## src/dbg_bus_pkg.sv

```systemverilog
/*
 * Debug bus definitions
 * Data width, byte-offset width, address region decode and the
 * AXI-lite write payload shared by the debug slave.
 */
`default_nettype none

package dbg_bus_pkg;

	// Debug bus is always one 32-bit word wide
	localparam int DBG_DATA_WIDTH = 32;
	// Byte offset bits below the word index
	localparam int DBG_LSB = $clog2(DBG_DATA_WIDTH / 8);

	// Word index bit 5 picks the region
	typedef enum logic
	{
		DBG_REGION_REG = 1'b0,
		DBG_REGION_CTRL = 1'b1
	} dbg_region_e;

	// Write data beat, data and byte strobes
	typedef struct packed
	{
		logic [DBG_DATA_WIDTH-1:0] data;
		logic [DBG_DATA_WIDTH/8-1:0] strb;
	} dbg_w_t;

endpackage

`default_nettype wire

```

## src/cpu_ctrl_pkg.sv

```systemverilog
/*
 * CPU run-control definitions
 * Control word bit positions, the status word layout and the
 * request and response structs of the CPU debug port.
 */
`default_nettype none

package cpu_ctrl_pkg;

	// Control word command bits
	localparam int RESET_BIT = 6;
	localparam int STEP_BIT = 8;
	localparam int HALT_BIT = 10;
	localparam int CLEAR_CACHE_BIT = 11;

	// Status word, MSB first
	typedef struct packed
	{
		logic [14:0] rsvd_hi;
		logic interrupt;
		logic rsvd_15;
		logic brk;
		logic [2:0] cc;
		logic halt;
		// Halted is simply "CPU not stalled"
		logic halted;
		logic rsvd_8;
		logic int_pending;
		logic reset;
		logic [5:0] rsvd_lo;
	} cpu_status_t;

	// Levels toward the CPU
	typedef struct packed
	{
		logic halt;
		logic reset;
		logic clear_cache;
		logic we;
		logic [4:0] wreg;
		logic [31:0] wdata;
		logic [4:0] rreg;
	} cpu_dbg_req_t;

	// Levels back from the CPU
	typedef struct packed
	{
		logic stall;
		logic brk;
		logic [2:0] cc;
		logic [31:0] rdata;
	} cpu_dbg_rsp_t;

endpackage

`default_nettype wire

```

## src/dbg_skid_buffer.sv

```systemverilog
/*
 * Skid buffer for one bus channel
 * Passes beats straight through while empty; parks one beat
 * when downstream stalls and drops ready until it drains.
 */
`timescale 1ns/1ps
`default_nettype none

module dbg_skid_buffer #(
	parameter int DW = 8
) (
	input wire S_AXI_ACLK,
	input wire S_AXI_ARESETN,
	// Upstream side
	input wire i_valid,
	output logic o_ready,
	input wire logic [DW-1:0] i_data,
	// Downstream side
	output logic o_valid,
	input wire i_ready,
	output logic [DW-1:0] o_data
);

	logic r_valid;
	logic [DW-1:0] r_data;

	// Park a beat when it arrives and downstream refuses it
	always_ff @(posedge S_AXI_ACLK)
	begin
		if (!S_AXI_ARESETN)
			r_valid <= 1'b0;
		else if (i_valid && o_ready && o_valid && !i_ready)
			r_valid <= 1'b1;
		else if (i_ready)
			r_valid <= 1'b0;
	end

	// Payload follows the input while empty
	always_ff @(posedge S_AXI_ACLK)
	begin
		if (o_ready)
			r_data <= i_data;
	end

	assign o_ready = !r_valid;
	assign o_valid = i_valid || r_valid;
	// Stored beat goes first
	assign o_data = r_valid ? r_data : i_data;

endmodule

`default_nettype wire

```

## src/dbg_axil_port.sv

```systemverilog
/*
 * AXI-lite debug port
 * Accepts host writes and reads, forwards register-window writes
 * and reads to the CPU and returns the status word otherwise.
 */
`timescale 1ns/1ps
`default_nettype none

module dbg_axil_port
	import dbg_bus_pkg::*;
	import cpu_ctrl_pkg::*;
#(
	parameter int C_DBG_ADDR_WIDTH = 8
) (
	input wire S_AXI_ACLK,
	input wire S_AXI_ARESETN,
	// Host write channels
	input wire i_dbg_awvalid,
	output logic o_dbg_awready,
	input wire logic [C_DBG_ADDR_WIDTH-1:0] i_dbg_awaddr,
	input wire i_dbg_wvalid,
	output logic o_dbg_wready,
	input wire dbg_w_t i_dbg_w,
	output logic o_dbg_bvalid,
	input wire i_dbg_bready,
	// Host read channels
	input wire i_dbg_arvalid,
	output logic o_dbg_arready,
	input wire logic [C_DBG_ADDR_WIDTH-1:0] i_dbg_araddr,
	output logic o_dbg_rvalid,
	input wire i_dbg_rready,
	output logic [DBG_DATA_WIDTH-1:0] o_dbg_rdata,
	// CPU side
	output cpu_dbg_req_t o_cpu_wr,
	output logic [4:0] o_cpu_rreg,
	input wire cpu_dbg_rsp_t i_cpu_rsp,
	input wire cpu_status_t i_status,
	// Toward run control
	output logic o_ctrl_wr,
	output dbg_w_t o_ctrl_data,
	output logic o_reg_wr,
	output logic o_reg_wr_pending
);

	// Word index width
	localparam int AIW = C_DBG_ADDR_WIDTH - DBG_LSB;

	logic awskd_valid, wskd_valid, arskd_valid;
	logic [AIW-1:0] awskd_addr, arskd_addr;
	dbg_w_t wskd_w;
	dbg_region_e aw_region, ar_region;
	logic write_ready, read_ready;
	logic wr_pending;
	logic [4:0] wr_reg;
	logic [31:0] wr_data;
	logic rd_inflight;
	logic [4:0] rd_reg;

	////////////////////////////////////////
	// Write path
	////////////////////////////////////////

	dbg_skid_buffer #(.DW(AIW)) aw_skid_i (
		.S_AXI_ACLK(S_AXI_ACLK),
		.S_AXI_ARESETN(S_AXI_ARESETN),
		.i_valid(i_dbg_awvalid),
		.o_ready(o_dbg_awready),
		.i_data(i_dbg_awaddr[C_DBG_ADDR_WIDTH-1:DBG_LSB]),
		.o_valid(awskd_valid),
		.i_ready(write_ready),
		.o_data(awskd_addr)
	);

	dbg_skid_buffer #(.DW($bits(dbg_w_t))) w_skid_i (
		.S_AXI_ACLK(S_AXI_ACLK),
		.S_AXI_ARESETN(S_AXI_ARESETN),
		.i_valid(i_dbg_wvalid),
		.o_ready(o_dbg_wready),
		.i_data(i_dbg_w),
		.o_valid(wskd_valid),
		.i_ready(write_ready),
		.o_data(wskd_w)
	);

	assign aw_region = dbg_region_e'(awskd_addr[5]);

	// Register writes wait while an earlier one is still stuck
	assign write_ready = awskd_valid && wskd_valid
		&& (aw_region == DBG_REGION_CTRL || wskd_w.strb == '0
			|| !wr_pending || !i_cpu_rsp.stall)
		&& (!o_dbg_bvalid || i_dbg_bready);

	// Pending register write, held until the CPU stops stalling
	always_ff @(posedge S_AXI_ACLK)
	begin
		if (!S_AXI_ARESETN)
			wr_pending <= 1'b0;
		else if (!wr_pending || !i_cpu_rsp.stall)
			wr_pending <= write_ready && (|wskd_w.strb)
				&& aw_region == DBG_REGION_REG;
	end

	always_ff @(posedge S_AXI_ACLK)
	begin
		if (!wr_pending || !i_cpu_rsp.stall)
		begin
			wr_reg <= awskd_addr[4:0];
			wr_data <= wskd_w.data;
		end
	end

	// B channel, response is always OKAY
	always_ff @(posedge S_AXI_ACLK)
	begin
		if (!S_AXI_ARESETN)
			o_dbg_bvalid <= 1'b0;
		else if (write_ready)
			o_dbg_bvalid <= 1'b1;
		else if (i_dbg_bready)
			o_dbg_bvalid <= 1'b0;
	end

	// Halt/reset/clear-cache get filled in at the top
	always_comb
	begin
		o_cpu_wr = '0;
		o_cpu_wr.we = wr_pending;
		o_cpu_wr.wreg = wr_reg;
		o_cpu_wr.wdata = wr_data;
	end

	assign o_ctrl_wr = write_ready && aw_region == DBG_REGION_CTRL;
	assign o_ctrl_data = wskd_w;
	assign o_reg_wr = write_ready && aw_region == DBG_REGION_REG && (|wskd_w.strb);
	assign o_reg_wr_pending = wr_pending;

	////////////////////////////////////////
	// Read path
	////////////////////////////////////////

	dbg_skid_buffer #(.DW(AIW)) ar_skid_i (
		.S_AXI_ACLK(S_AXI_ACLK),
		.S_AXI_ARESETN(S_AXI_ARESETN),
		.i_valid(i_dbg_arvalid),
		.o_ready(o_dbg_arready),
		.i_data(i_dbg_araddr[C_DBG_ADDR_WIDTH-1:DBG_LSB]),
		.o_valid(arskd_valid),
		.i_ready(read_ready),
		.o_data(arskd_addr)
	);

	assign ar_region = dbg_region_e'(arskd_addr[5]);
	assign read_ready = arskd_valid && !rd_inflight
		&& (!o_dbg_rvalid || i_dbg_rready);

	// Register read takes one extra cycle through the CPU
	always_ff @(posedge S_AXI_ACLK)
	begin
		if (!S_AXI_ARESETN)
			rd_inflight <= 1'b0;
		else
			rd_inflight <= read_ready && ar_region == DBG_REGION_REG;
	end

	always_ff @(posedge S_AXI_ACLK)
	begin
		if (read_ready)
			rd_reg <= arskd_addr[4:0];
	end

	// Keep the index steady until the data is captured
	assign o_cpu_rreg = rd_inflight ? rd_reg : arskd_addr[4:0];

	always_ff @(posedge S_AXI_ACLK)
	begin
		if (!S_AXI_ARESETN)
			o_dbg_rvalid <= 1'b0;
		else if (!o_dbg_rvalid || i_dbg_rready)
			o_dbg_rvalid <= (read_ready && ar_region == DBG_REGION_CTRL)
				|| rd_inflight;
	end

	// Holds while R is stalled
	always_ff @(posedge S_AXI_ACLK)
	begin
		if (!o_dbg_rvalid || i_dbg_rready)
			o_dbg_rdata <= rd_inflight ? i_cpu_rsp.rdata : i_status;
	end

endmodule

`default_nettype wire

```

## src/cpu_run_ctrl.sv

```systemverilog
/*
 * CPU run control
 * Start-up reset hold, halt/step/reset/clear-cache command
 * registers and the status word returned to the host.
 */
`timescale 1ns/1ps
`default_nettype none

module cpu_run_ctrl
	import dbg_bus_pkg::*;
	import cpu_ctrl_pkg::*;
#(
	parameter int RESET_DURATION = 10,
	parameter bit START_HALTED = 1'b0
) (
	input wire S_AXI_ACLK,
	input wire S_AXI_ARESETN,
	input wire i_cpu_reset,
	input wire i_interrupt,
	// Commands from the bus port
	input wire i_ctrl_wr,
	input wire dbg_w_t i_ctrl_data,
	input wire i_reg_wr,
	input wire i_reg_wr_pending,
	input wire cpu_dbg_rsp_t i_cpu_rsp,
	// Levels to the CPU
	output logic o_halt,
	output logic o_reset,
	output logic o_clear_cache,
	output cpu_status_t o_status
);

	localparam int CW = $clog2(RESET_DURATION + 1);

	logic [CW-1:0] reset_counter;
	logic reset_hold;
	logic cmd_halt, cmd_reset, cmd_step, cmd_clear_cache;
	logic halt_byte_wr;

	////////////////////////////////////////
	// Reset hold
	////////////////////////////////////////

	// Restarts on bus reset or an external CPU reset
	always_ff @(posedge S_AXI_ACLK)
	begin
		if (!S_AXI_ARESETN || i_cpu_reset)
			reset_counter <= CW'(RESET_DURATION);
		else if (reset_counter != '0)
			reset_counter <= reset_counter - 1'b1;
	end

	always_ff @(posedge S_AXI_ACLK)
	begin
		if (!S_AXI_ARESETN || i_cpu_reset)
			reset_hold <= 1'b1;
		else
			reset_hold <= (reset_counter > 1);
	end

	////////////////////////////////////////
	// Command registers
	////////////////////////////////////////

	// Halt, step and clear-cache live in byte 1
	assign halt_byte_wr = i_ctrl_wr && i_ctrl_data.strb[1];

	// CPU reset, one cycle per reset write
	always_ff @(posedge S_AXI_ACLK)
	begin
		if (!S_AXI_ARESETN || i_cpu_reset || reset_hold)
			cmd_reset <= 1'b1;
		else if (i_cpu_rsp.brk && !START_HALTED)
			cmd_reset <= 1'b1;
		else
			cmd_reset <= i_ctrl_wr && i_ctrl_data.strb[0]
				&& i_ctrl_data.data[RESET_BIT];
	end

	always_ff @(posedge S_AXI_ACLK)
	begin
		if (!S_AXI_ARESETN || i_cpu_reset)
			cmd_halt <= START_HALTED;
		else if (cmd_reset && START_HALTED)
			cmd_halt <= 1'b1;
		else
		begin
			// Release only once the CPU is quiet
			if (!i_reg_wr_pending && !i_cpu_rsp.stall && halt_byte_wr
				&& (!i_ctrl_data.data[HALT_BIT] || i_ctrl_data.data[STEP_BIT]))
				cmd_halt <= 1'b0;
			// Break halts when the CPU starts halted
			if (i_cpu_rsp.brk && START_HALTED)
				cmd_halt <= 1'b1;
			// Plain halt request, step wins over it
			if (halt_byte_wr && i_ctrl_data.data[HALT_BIT]
				&& !i_ctrl_data.data[STEP_BIT])
				cmd_halt <= 1'b1;
			// Register access needs a stopped CPU
			if (i_reg_wr)
				cmd_halt <= 1'b1;
			if (cmd_step || cmd_clear_cache)
				cmd_halt <= 1'b1;
			if (halt_byte_wr && i_ctrl_data.data[CLEAR_CACHE_BIT])
				cmd_halt <= 1'b1;
		end
	end

	// Step lasts until the CPU has moved
	always_ff @(posedge S_AXI_ACLK)
	begin
		if (!S_AXI_ARESETN || i_cpu_reset)
			cmd_step <= 1'b0;
		else if (halt_byte_wr && i_ctrl_data.data[STEP_BIT])
			cmd_step <= 1'b1;
		else if (!i_cpu_rsp.stall)
			cmd_step <= 1'b0;
	end

	always_ff @(posedge S_AXI_ACLK)
	begin
		if (!S_AXI_ARESETN || cmd_reset)
			cmd_clear_cache <= 1'b0;
		else if (halt_byte_wr && i_ctrl_data.data[CLEAR_CACHE_BIT]
			&& i_ctrl_data.data[HALT_BIT])
			cmd_clear_cache <= 1'b1;
		else if (cmd_halt && !i_cpu_rsp.stall)
			cmd_clear_cache <= 1'b0;
	end

	assign o_halt = cmd_halt;
	assign o_reset = cmd_reset;
	assign o_clear_cache = cmd_clear_cache;

	// Status word, unused bits read zero
	always_comb
	begin
		o_status = '0;
		o_status.interrupt = i_interrupt;
		o_status.brk = i_cpu_rsp.brk;
		o_status.cc = i_cpu_rsp.cc;
		o_status.halt = cmd_halt;
		o_status.halted = !i_cpu_rsp.stall;
		o_status.int_pending = i_interrupt;
		o_status.reset = cmd_reset;
	end

endmodule

`default_nettype wire

```

## src/cpu_dbg_top.sv

```systemverilog
/*
 * CPU debug front end
 * Joins the AXI-lite debug port with run control and drives
 * the CPU debug request.
 */
`timescale 1ns/1ps
`default_nettype none

module cpu_dbg_top
	import dbg_bus_pkg::*;
	import cpu_ctrl_pkg::*;
#(
	parameter int C_DBG_ADDR_WIDTH = 8,
	parameter int RESET_DURATION = 10,
	parameter bit START_HALTED = 1'b0
) (
	input wire S_AXI_ACLK,
	input wire S_AXI_ARESETN,
	input wire i_interrupt,
	input wire i_cpu_reset,
	// Host channels
	input wire i_dbg_awvalid,
	output logic o_dbg_awready,
	input wire logic [C_DBG_ADDR_WIDTH-1:0] i_dbg_awaddr,
	input wire i_dbg_wvalid,
	output logic o_dbg_wready,
	input wire dbg_w_t i_dbg_w,
	output logic o_dbg_bvalid,
	input wire i_dbg_bready,
	input wire i_dbg_arvalid,
	output logic o_dbg_arready,
	input wire logic [C_DBG_ADDR_WIDTH-1:0] i_dbg_araddr,
	output logic o_dbg_rvalid,
	input wire i_dbg_rready,
	output logic [DBG_DATA_WIDTH-1:0] o_dbg_rdata,
	// CPU debug port
	output cpu_dbg_req_t o_cpu_req,
	input wire cpu_dbg_rsp_t i_cpu_rsp,
	output logic o_cmd_reset
);

	cpu_dbg_req_t port_wr;
	logic [4:0] cpu_rreg;
	cpu_status_t status;
	logic ctrl_wr, reg_wr, reg_wr_pending;
	dbg_w_t ctrl_data;
	logic cmd_halt, cmd_reset, cmd_clear_cache;

	dbg_axil_port #(.C_DBG_ADDR_WIDTH(C_DBG_ADDR_WIDTH)) axil_port_i (
		.S_AXI_ACLK(S_AXI_ACLK),
		.S_AXI_ARESETN(S_AXI_ARESETN),
		.i_dbg_awvalid(i_dbg_awvalid),
		.o_dbg_awready(o_dbg_awready),
		.i_dbg_awaddr(i_dbg_awaddr),
		.i_dbg_wvalid(i_dbg_wvalid),
		.o_dbg_wready(o_dbg_wready),
		.i_dbg_w(i_dbg_w),
		.o_dbg_bvalid(o_dbg_bvalid),
		.i_dbg_bready(i_dbg_bready),
		.i_dbg_arvalid(i_dbg_arvalid),
		.o_dbg_arready(o_dbg_arready),
		.i_dbg_araddr(i_dbg_araddr),
		.o_dbg_rvalid(o_dbg_rvalid),
		.i_dbg_rready(i_dbg_rready),
		.o_dbg_rdata(o_dbg_rdata),
		.o_cpu_wr(port_wr),
		.o_cpu_rreg(cpu_rreg),
		.i_cpu_rsp(i_cpu_rsp),
		.i_status(status),
		.o_ctrl_wr(ctrl_wr),
		.o_ctrl_data(ctrl_data),
		.o_reg_wr(reg_wr),
		.o_reg_wr_pending(reg_wr_pending)
	);

	cpu_run_ctrl #(
		.RESET_DURATION(RESET_DURATION),
		.START_HALTED(START_HALTED)
	) run_ctrl_i (
		.S_AXI_ACLK(S_AXI_ACLK),
		.S_AXI_ARESETN(S_AXI_ARESETN),
		.i_cpu_reset(i_cpu_reset),
		.i_interrupt(i_interrupt),
		.i_ctrl_wr(ctrl_wr),
		.i_ctrl_data(ctrl_data),
		.i_reg_wr(reg_wr),
		.i_reg_wr_pending(reg_wr_pending),
		.i_cpu_rsp(i_cpu_rsp),
		.o_halt(cmd_halt),
		.o_reset(cmd_reset),
		.o_clear_cache(cmd_clear_cache),
		.o_status(status)
	);

	// Write fields from the port, commands from run control
	always_comb
	begin
		o_cpu_req = port_wr;
		o_cpu_req.halt = cmd_halt;
		o_cpu_req.reset = cmd_reset;
		o_cpu_req.clear_cache = cmd_clear_cache;
		o_cpu_req.rreg = cpu_rreg;
	end

	assign o_cmd_reset = cmd_reset;

endmodule

`default_nettype wire

```

## config.mk

```make
export PLATFORM = sky130hd
export DESIGN_NAME = cpu_dbg_top
export DESIGN_NICKNAME = d
export VERILOG_FILES = /design/src/dbg_bus_pkg.sv /design/src/cpu_ctrl_pkg.sv /design/src/dbg_skid_buffer.sv /design/src/dbg_axil_port.sv /design/src/cpu_run_ctrl.sv /design/src/cpu_dbg_top.sv
export SDC_FILE = /design/constraint.sdc
export NUM_CORES = 1
export LEC_CHECK = 0
export ABC_AREA = 1
export BUFFER_PORTS_ARGS = -buffer_cell sky130_fd_sc_hd__buf_2
export CORE_ASPECT_RATIO = 0.5
export CORE_MARGIN = 2
export CORE_UTILIZATION = 40
export DETAILED_ROUTE_END_ITERATION = 6
export PLACE_DENSITY = 0.64
export SYNTH_ARGS = -nofsm -noshare
export SYNTH_HDL_FRONTEND = slang
export SYNTH_HIERARCHICAL = 1
export SYNTH_SLANG_ARGS = --single-unit
```

## constraint.sdc

```tcl
create_clock -name S_AXI_ACLK -period 2.63 [get_ports S_AXI_ACLK]
set_input_delay 0 -clock S_AXI_ACLK [delete_from_list [all_inputs] [get_ports S_AXI_ACLK]]
set_output_delay 0 -clock S_AXI_ACLK [all_outputs]
set_load 0.01 [all_outputs]
```

* Word-level counts from Yosys, hierarchy flattened *
Index checks and enable logic that the tools add are counted.

storage, ports and cells
  register bits = 138
  bits in latches = 0
  memory bits (writable) = 0
  bits in read-only memories = 0
  input bits = 98
  output and inout bits = 84
  logic and storage cells = 118
  memories kept = 0

cells by class
  add/subtract/negate cells = 1
  multipliers = 0
  divide/modulo/power cells = 0
  order comparisons = 1
  equal/unequal tests = 1
  shift operators = 0
  multiplexer cells = 21
  bitwise operators = 2
  reduce and logical (&&, ||, !) cells = 71

operator list
  cell                                                                             count
  36-bit 2-to-1 mux                                                                1
  1-bit logical AND                                                                33
  17-bit 2-to-1 mux                                                                1
  1-bit 2-to-1 mux                                                                 16
  1-bit logical OR                                                                 15
  1-bit logical NOT                                                                13
  6-bit 2-to-1 mux                                                                 2
  2-bit nonzero test                                                               5
  5-bit 2-to-1 mux                                                                 1
  5-bit nonzero test                                                               1
  4-bit by 1-bit greater-than comparator with 1-bit output, second input constant  1
  4-bit logical NOT                                                                1
  4-bit nonzero test                                                               1
  4-bit OR reduction                                                               1
  4-bit by 1-bit subtractor with 4-bit output, second input constant               1
  2-bit by 1-bit inequality test with 1-bit output, second input constant          1
  1-bit inverter                                                                   2
  2-bit OR reduction                                                               1

* Longest topological paths before layout *
Gate-level depths: netlist (run 1).

  depth after elaboration = 16
  mapped depth = 16
  gate-level depth less buffers = 15

* By module *
The synthesis (run 1) kept the hierarchy.

modules (own cells, without submodules)
  module                                       times used  cells each  area each (sq um)  seq. area each (sq um)
  dbg_axil_port                                1           239         2,989.1            2,302.2
  dbg_skid_buffer (axil_port_i.w_skid_i)       1           158         1,236.2            740.7
  cpu_run_ctrl                                 1           91          688.2              180.2
  dbg_skid_buffer (axil_port_i.ar_skid_i ...)  2           32          241.5              140.1
  cpu_dbg_top                                  1           3           22.5               0.0

* Least setup slack after synthesis (run 1) *
Ideal clock, no wire load.

  path type = register -> register
  start point = register axil_port_i.wr_pending, in the netlist axil_port_i/o_reg_wr_pending
  end point = register run_ctrl_i.cmd_halt, in the netlist run_ctrl_i/o_halt
  library setup time = 0.109 ns
  arrival time = 1.946 ns
  required time = 2.521 ns
  setup slack = 0.575 ns
  stages on the path, launching flop included = 13
  buffers on the path = 0
  clock period less this slack = 2.055 ns
  cell sequence = dfxtp_1 > nand2_1 > inv_2 > nand3_1 > nand3_1 > nor2_1 > nand2_1 > inv_1 > nand2_1 > nand2_1 > nand3_1 > nand2_1 > inv_1

on the way
  cells in the longest elaborated chain, start to end = 13
  elaborated cells between the ends (all ways) = 20
  classes of those cells = mux: 4; reduce/logical: 16

RTL lines
  item                               line                  RTL
  start: declaration                 dbg_axil_port.sv:53   logic wr_pending;
  start signal: assignment           dbg_axil_port.sv:99   wr_pending <= write_ready && (|wskd_w.strb)
  1-bit logical NOT (*)              dbg_axil_port.sv:90   || !wr_pending || !i_cpu_rsp.stall)
  1-bit logical OR (*) (2 in a row)  dbg_axil_port.sv:90
  1-bit logical AND (*)              dbg_axil_port.sv:89   && (aw_region == DBG_REGION_CTRL || wskd_w.strb == '0
  1-bit logical AND (*)              dbg_axil_port.sv:91   && (!o_dbg_bvalid || i_dbg_bready);
  1-bit logical AND (*)              dbg_axil_port.sv:132  assign o_ctrl_wr = write_ready && aw_region == DBG_REGION_CTRL;
  named net ctrl_wr                  cpu_dbg_top.sv:45     logic ctrl_wr, reg_wr, reg_wr_pending;
  1-bit logical AND (*)              cpu_run_ctrl.sv:66    assign halt_byte_wr = i_ctrl_wr && i_ctrl_data.strb[1];
  1-bit logical AND                  cpu_run_ctrl.sv:96    if (halt_byte_wr && i_ctrl_data.data[HALT_BIT]
  1-bit logical AND                  cpu_run_ctrl.sv:97    && !i_ctrl_data.data[STEP_BIT])
  1-bit 2-to-1 mux                   cpu_run_ctrl.sv:96
  1-bit 2-to-1 mux                   cpu_run_ctrl.sv:100   if (i_reg_wr)
  1-bit 2-to-1 mux                   cpu_run_ctrl.sv:102   if (cmd_step || cmd_clear_cache)
  1-bit 2-to-1 mux                   cpu_run_ctrl.sv:104   if (halt_byte_wr && i_ctrl_data.data[CLEAR_CACHE_BIT])
  end signal: assignment             cpu_run_ctrl.sv:101   cmd_halt <= 1'b1;
  end signal: assignment             cpu_run_ctrl.sv:103   cmd_halt <= 1'b1;
  end signal: assignment             cpu_run_ctrl.sv:105   cmd_halt <= 1'b1;
  end: declaration                   cpu_run_ctrl.sv:37    logic cmd_halt, cmd_reset, cmd_step, cmd_clear_cache;

Mark *: on every way through the listed nets, which the timed path passes. The rest lies on a longest branch.
A chain may end at the register's enable or synchronous reset.

==> summary.txt, run 1 <==
Run status
  – Status: finished clean

Clock tree
  – Clock Latency Late Sink: 400 ps
  – Clock sinks: 138
  – H-tree depth: 4
  – CTS tree: built
  – CTS max path bufs: 2
  – Num CTS Buffers: 17
  – Setup repair bufs after CTS: 0
  – Clock-pin slew on the worst setup and hold paths: 60 ps
  – Clock root buffer: clkbuf_16

Timing
  – Final setup violation count: 0
  – Worst slew margin: 64.7%
  – Max Slew Vio Count: 0
  – Tightest Pin Transition: 530 ps
  – Period minus WS final: 2230 ps
  – Setup TNS: 0 ps
  – Hold Slack: 184 ps
  – Final worst slack: 403 ps
  – Final period util: 84.7%
  – RSZ-0062 raised after global routing: false
  – Final hold violation count: 0
  – Highest clock rate: 0.449 GHz
  – Layout Skew: 9.82 ps

Power
  – Share of power burned in registers: 45.5%
  – Clock network power share: 41.3%
  – Net Sw Power: 1430 uW
  – PwrDens: 743 nW/um2
  – Max VDD drop: 0.343 mV
  – Leak: 0.00384 uW
  – Comb pwr share: 13.2%
  – Power Internal: 4330 uW
  – Tot Pwr: 5760 uW
  – Sw Share: 24.8%

Floorplan
  – Io pins: 182
  – Die W: 168 um
  – Die height: 85.8 um
  – Initial cell density of the core: 41.6%
  – Core area: 12900 um2
  – Die ar.: 14400 um2
  – # rows: 29

Critical path
  – Type of origin of the critical path: register
  – CP peak stage delay: 530 ps
  – Crit path buffers/inverters: 3
  – Data required time of the worst path: 2970 ps
  – Crit. End Element: register
  – Delay-heaviest family, CP: buffers and inverters
  – Crit path cell chain: buf_4, inv_2, nand2_1, nand2_1, nor2_1, nand2_2, nand3_1, nand3_1, nor2_1, nand3_1, nand3_1, dlygate4sd3_1
  – Crit path arrival time: 2570 ps
  – Worst-path maximum fanout: 23
  – Worst Path Class, Setup: reg -> reg
  – CP max-delay cell: dlygate4sd3_1
  – Most frequent CP cell: nand3_1

GRT
  – Vias in the first global route: 4163
  – Largest net degree at the start of global routing: 39
  – First-pass GRT wire length: 19500 um
  – Gr usage total: 17.1%
  – Total gr overflow: 0
  – Initial antenna violation count: 0

Placement
  – # port buffers: 177
  – Placement Setup Slack: 588 ps
  – Post-DP Area: 6190 um2
  – Detailed placement HPWL: 7660 um
  – GP Congestion: 0.761

Route
  – # DRC: 0
  – Drt pass-1 iters: 4
  – Antenna-violating nets left: 0
  – Total number of vias: 4201
  – Routed wire per std cell: 12.1 um
  – DRT iter0 DRCs: 239
  – DR vias/cell: 4.21
  – Drt total wl: 12100 um

Final layout
  – Fin area: 7750 um2
  – Multi-input combinational cell area: 1420 um2
  – Register area: 3500 um2
  – Layout Nets: 915
  – Most flops, register: axil_port_i/w_skid_i/r_data
  – Area grow syn2layout: 44.6%
  – Largest regs: axil_port_i/w_skid_i/r_data x36, axil_port_i/o_dbg_rdata x32, axil_port_i/wr_data x32
  – Antenna cells: 0
  – Layout cells sized above 1: 28.4%
  – Max FFs per register: 36
  – Filler instances: 1096

Job
  – Maxcap violations: 0

Synthesis
  – Post-Syn Instances: 546
  – Average size of a mapped cell: 9.81 um2
  – Cell Area, Synth: 5360 um2
  – Ys Warns: 6

Hold path
  – Hold Path Class: in -> reg
[what timing repair did]
item	in CTS	in global routing
hold endpoints to repair	138	0
endpoints found under the setup margin	0	0
resized for setup	0	0
hold buffers	96	0
[power by group through the flow]
stage	Sequential, uW	Combinational (uW)	Clock [uW]
floorplan	2730	327	0
CTS	2620	764	2430
global placement	2660	633	0
finish	2620	762	2380
detailed placement	2660	646	0
global route	2640	848	2510
[area by class of cell]
class / instances / area share (%)
Clock buffer: 20 / 6.32
Clock inverter: 12 / 1.42
Inverter: 31 / 1.50
Multi-Input combinational cell: 347 / 18.3
Sequential cell: 138 / 45.2
Tap cell: 170 / 2.75
Timing Repair Buffer: 280 / 24.5
[worst min-delay path, cell delays in order]
cell    delay [ps]
buf_2           80
nor2_1          40
inv_2          260
[final timing paths]
kind                                                startpoint                             end  slack (ps)  cells after the start
worst min register to register  axil_port_i/w_skid_i/r_data[5]  axil_port_i/w_skid_i/r_data[5]         450                      2
worst max-delay path              axil_port_i/w_skid_i/r_valid              run_ctrl_i/o_reset         400                     12
worst min-delay path                              i_dbg_rready     axil_port_i/o_dbg_rdata[23]         180                      3
worst max register to register    axil_port_i/w_skid_i/r_valid              run_ctrl_i/o_reset         400                     12
[per-layer routing]
| metal | vias up | part of all wire [%] | global-route usage [%] |
|---|---|---|---|
| met1 | 1888 | 45 | 19.9 |
| li1 | 2195 | - | - |
| met2 | 102 | 49 | 31.0 |
| met5 | - | 0 | 0 |
| met3 | 16 | 4.0 | 4.80 |
| met4 | 0 | 1.3 | 5.69 |
[per-stage QoR]
step                      util [%]  cells
final                         60.1    998
after global routing          60.1    998
after CTS                     60.1    998
after detailed placement      48.0    870
after global placement        48.0    870
after floorplan                  -    568
[layout by cell type, fill, tap and decap left out, types with 2 or more instances in the layout]
cell type	count
a21oi_1	3
buf_2	177
buf_4	7
clkbuf_16	19
clkinv_4	2
clkinvlp_4	4
conb_1	23
dfxtp_1	64
dlygate4sd3_1	96
edfxtp_1	74
ha_1	2
inv_1	22
inv_2	9
inv_6	2
nand2_1	273
nand2_2	4
nand3_1	10
nor2_1	18
nor2_2	2
nor3_1	2
No activity file was read; power rests on OpenSTA's default activity.
==> run 2, diff against run 1 <==
--- a/config.mk
+++ b/config.mk
@@ -5,13 +5,13 @@
 export SDC_FILE = /design/constraint.sdc
 export NUM_CORES = 1
 export LEC_CHECK = 0
-export ABC_AREA = 1
+export ABC_AREA = 0
 export BUFFER_PORTS_ARGS = -buffer_cell sky130_fd_sc_hd__buf_2
 export CORE_ASPECT_RATIO = 0.5
 export CORE_MARGIN = 2
 export CORE_UTILIZATION = 40
 export DETAILED_ROUTE_END_ITERATION = 6
-export PLACE_DENSITY = 0.64
+export PLACE_DENSITY = 0.66
 export SYNTH_ARGS = -nofsm -noshare
 export SYNTH_HDL_FRONTEND = slang
 export SYNTH_HIERARCHICAL = 1
==> constraint.sdc (replaced) <==
create_clock -name S_AXI_ACLK -period 1.9 [get_ports S_AXI_ACLK]
set_input_delay 0 -clock S_AXI_ACLK [delete_from_list [all_inputs] [get_ports S_AXI_ACLK]]
set_output_delay 0 -clock S_AXI_ACLK [all_outputs]
set_load 0.01 [all_outputs]
==> summary.txt, run 2 <==
Final layout
  – Largest regs: axil_port_i/w_skid_i/r_data x36, axil_port_i/o_dbg_rdata x32, axil_port_i/wr_data x32
  – Max FFs per register: 36 (unchanged)
  – Commonest non-fill, non-tap cell in the layout: buf_2
  – Filler instances: 1064 (-2.9%)
  – Multi-input combinational cell area: 1650 um2 (+16%)
  – Final non-filler cell total: 800 (-20%)
  – Most flops, register: axil_port_i/w_skid_i/r_data
  – Layout Nets: 711 (-22%)
  – Fin area: 7870 um2 (+1.6%)
  – Register area: 3510 um2 (about the same)
  – Most frequent cells in the layout: buf_2 (177), dlygate4sd3_1 (94), edfxtp_1 (74)
  – Area grow syn2layout: 43.5%
  – Antenna cells: 0 (unchanged)
  – Layout cells sized above 1: 50.0% (+22 points)

Hold path
  – Worst hold path stage count: 4 (+1)
  – Hold Path Class: in -> reg

Route
  – DRT iter0 DRCs: 129 (-46%)
  – Drt pass-1 iters: 4 (unchanged)
  – Antenna-violating nets left: 0 (unchanged)
  – DR vias/cell: 4.25 (+1.1%)
  – Total number of vias: 3403 (-19%)
  – # DRC: 0 (unchanged)
  – Routed wire per std cell: 13.3 um (+9.4%)
  – Drt total wl: 10600 um (-12%)

Placement
  – Detailed placement HPWL: 7000 um (-8.6%)
  – # port buffers: 177 (unchanged)
  – Placed Cells: 674 (-23%)
  – Post-DP Area: 6350 um2 (+2.7%)
  – GP Congestion: 0.775 (+1.8%)

Timing
  – Setup TNS: 0 ps (unchanged)
  – Period minus WS final: 1760 ps (-471 ps)
  – Max Slew Vio Count: 0 (unchanged)
  – RSZ-0062 raised after global routing: false
  – Final setup violation count: 0 (unchanged)
  – Final period util: 92.4% (+7.8 points)
  – Highest clock rate: 0.569 GHz (+27%)
  – Layout Skew: 8.08 ps (-1.73 ps)
  – Final hold violation count: 0 (unchanged)

Clock tree
  – Clock Latency Late Sink: 400 ps (about the same)
  – Post_cts resized: 0 (unchanged)
  – CTS max path bufs: 2 (unchanged)
  – Clock sinks: 138 (unchanged)
  – Num CTS Buffers: 17 (unchanged)
  – Clock root buffer: clkbuf_16
  – Clock-pin slew on the worst setup and hold paths: 60 ps (about the same)
  – CTS tree: built
  – H-tree depth: 4 (unchanged)

Critical path
  – Worst R2R Start: axil_port_i/rd_inflight
  – Critical Path Sink: axil_port_i/o_dbg_rdata[14]
  – Worst-path maximum fanout: 16 (-30%)
  – Worst Path Class, Setup: reg -> reg
  – Crit. End Element: register
  – Data required time of the worst path: 2050 ps (-920 ps)
  – Crit path arrival time: 1900 ps (-670 ps)
  – R2r setup slk: 140 ps (-260 ps)
  – Reg2Reg Depth: 3 (-9)
  – Type of origin of the critical path: register
  – R2R Path End: axil_port_i/o_dbg_rdata[14]
  – Setup crit start: axil_port_i/rd_inflight

Synthesis
  – Post-Syn Instances: 335 (-39%)
  – Ys Warns: 6 (unchanged)
  – Cell Area, Synth: 5480 um2 (+2.4%)
  – Average size of a mapped cell: 16.4 um2 (+67%)

Power
  – Leak: 0.00343 uW (-11%)
  – Max VDD drop: 0.525 mV (+53%)
  – PwrDens: 995 nW/um2 (+34%)

GRT
  – Initial antenna violation count: 0 (unchanged)
  – Total gr overflow: 0 (unchanged)
  – Gr usage total: 14.6% (-2.5 points)
  – First-pass GRT wire length: 16400 um (-15%)
  – Largest net degree at the start of global routing: 33 (-15%)
  – Vias in the first global route: 3521 (-15%)

Floorplan
  – # rows: 30 (+3.4%)
  – Initial cell density of the core: 40.7% (-0.89 points)
  – Io pins: 182 (unchanged)
  – Die ar.: 14700 um2 (+2.3%)
  – Core area: 13500 um2 (+4.6%)
  – Die W: 170 um (+1.2%)
  – Die height: 86.8 um (+1.1%)

Job
  – Maxcap violations: 0 (unchanged)

Run status
  – Status: finished clean
run 2: worst min path at each step:
stage | from | slack [ps] | to
2_1_floorplan | i_cpu_rsp[35] | 110 | run_ctrl_i/o_reset
3_3_place_gp | i_cpu_reset | 230 | run_ctrl_i/reset_counter[1]
3_5_place_dp | i_cpu_reset | 240 | run_ctrl_i/reset_counter[1]
4_1_cts | i_dbg_rready | 40 | axil_port_i/o_dbg_rvalid
5_1_grt | i_dbg_rready | 70 | axil_port_i/o_dbg_rvalid
6_report | i_dbg_rready | 50 | axil_port_i/o_dbg_rvalid
run 2: final cells by class:
cell class | instances | area share [%]
flip-flops and latches | 138 | 44.6
repair buffers | 280 | 24.1
multi-input cells | 167 | 20.9
clock buffers | 18 | 5.45
well taps | 176 | 2.80
clock inverters | 14 | 1.88
inverters | 7 | 0.334
run 2: what timing repair did:
item	4_1_cts	5_1_grt
hold buffers	94	0
endpoints found under the setup margin	0	0
buffers inserted	0	0
hold endpoints to repair	133	0
run 2: per-stage QoR:
| step | total power (uW) | setup slack [ps] | util [%] | hold WS [ps] |
|---|---|---|---|---|
| after global routing | 8160 | 26.4 | 58.4 | 66.2 |
| after CTS | 7930 | 101 | 58.4 | 43.1 |
| after floorplan | 4250 | 118 | - | 109 |
| after global placement | 4520 | 204 | 47.1 | 234 |
| after detailed placement | 4550 | 187 | 47.1 | 236 |
| final | 7830 | 144 | 58.4 | 49.4 |
run 2: worst max-delay path, stage by stage, from the launching register on:
cell and delay (ps):
dfxtp_2 330, buf_4 280, mux2_4 330, dlygate4sd3_1 560
run 2: where the power goes:
part | leakage (uW) | switching [uW] | total [uW] | internal [uW]
clock network | 0.000270 | 1250 | 3190 | 1940
registers | 0.00131 | 88.0 | 3580 | 3490
logic | 0.00186 | 452 | 1060 | 609
run 2: per-layer routing:
layer | vias up | part of all wire [%] | track usage [%]
met5 | - | 0 | 0
met4 | 0 | 1.4 | 7.07
met3 | 13 | 4.2 | 3.88
met2 | 82 | 52 | 26.6
met1 | 1605 | 43 | 16.2
li1 | 1703 | - | -
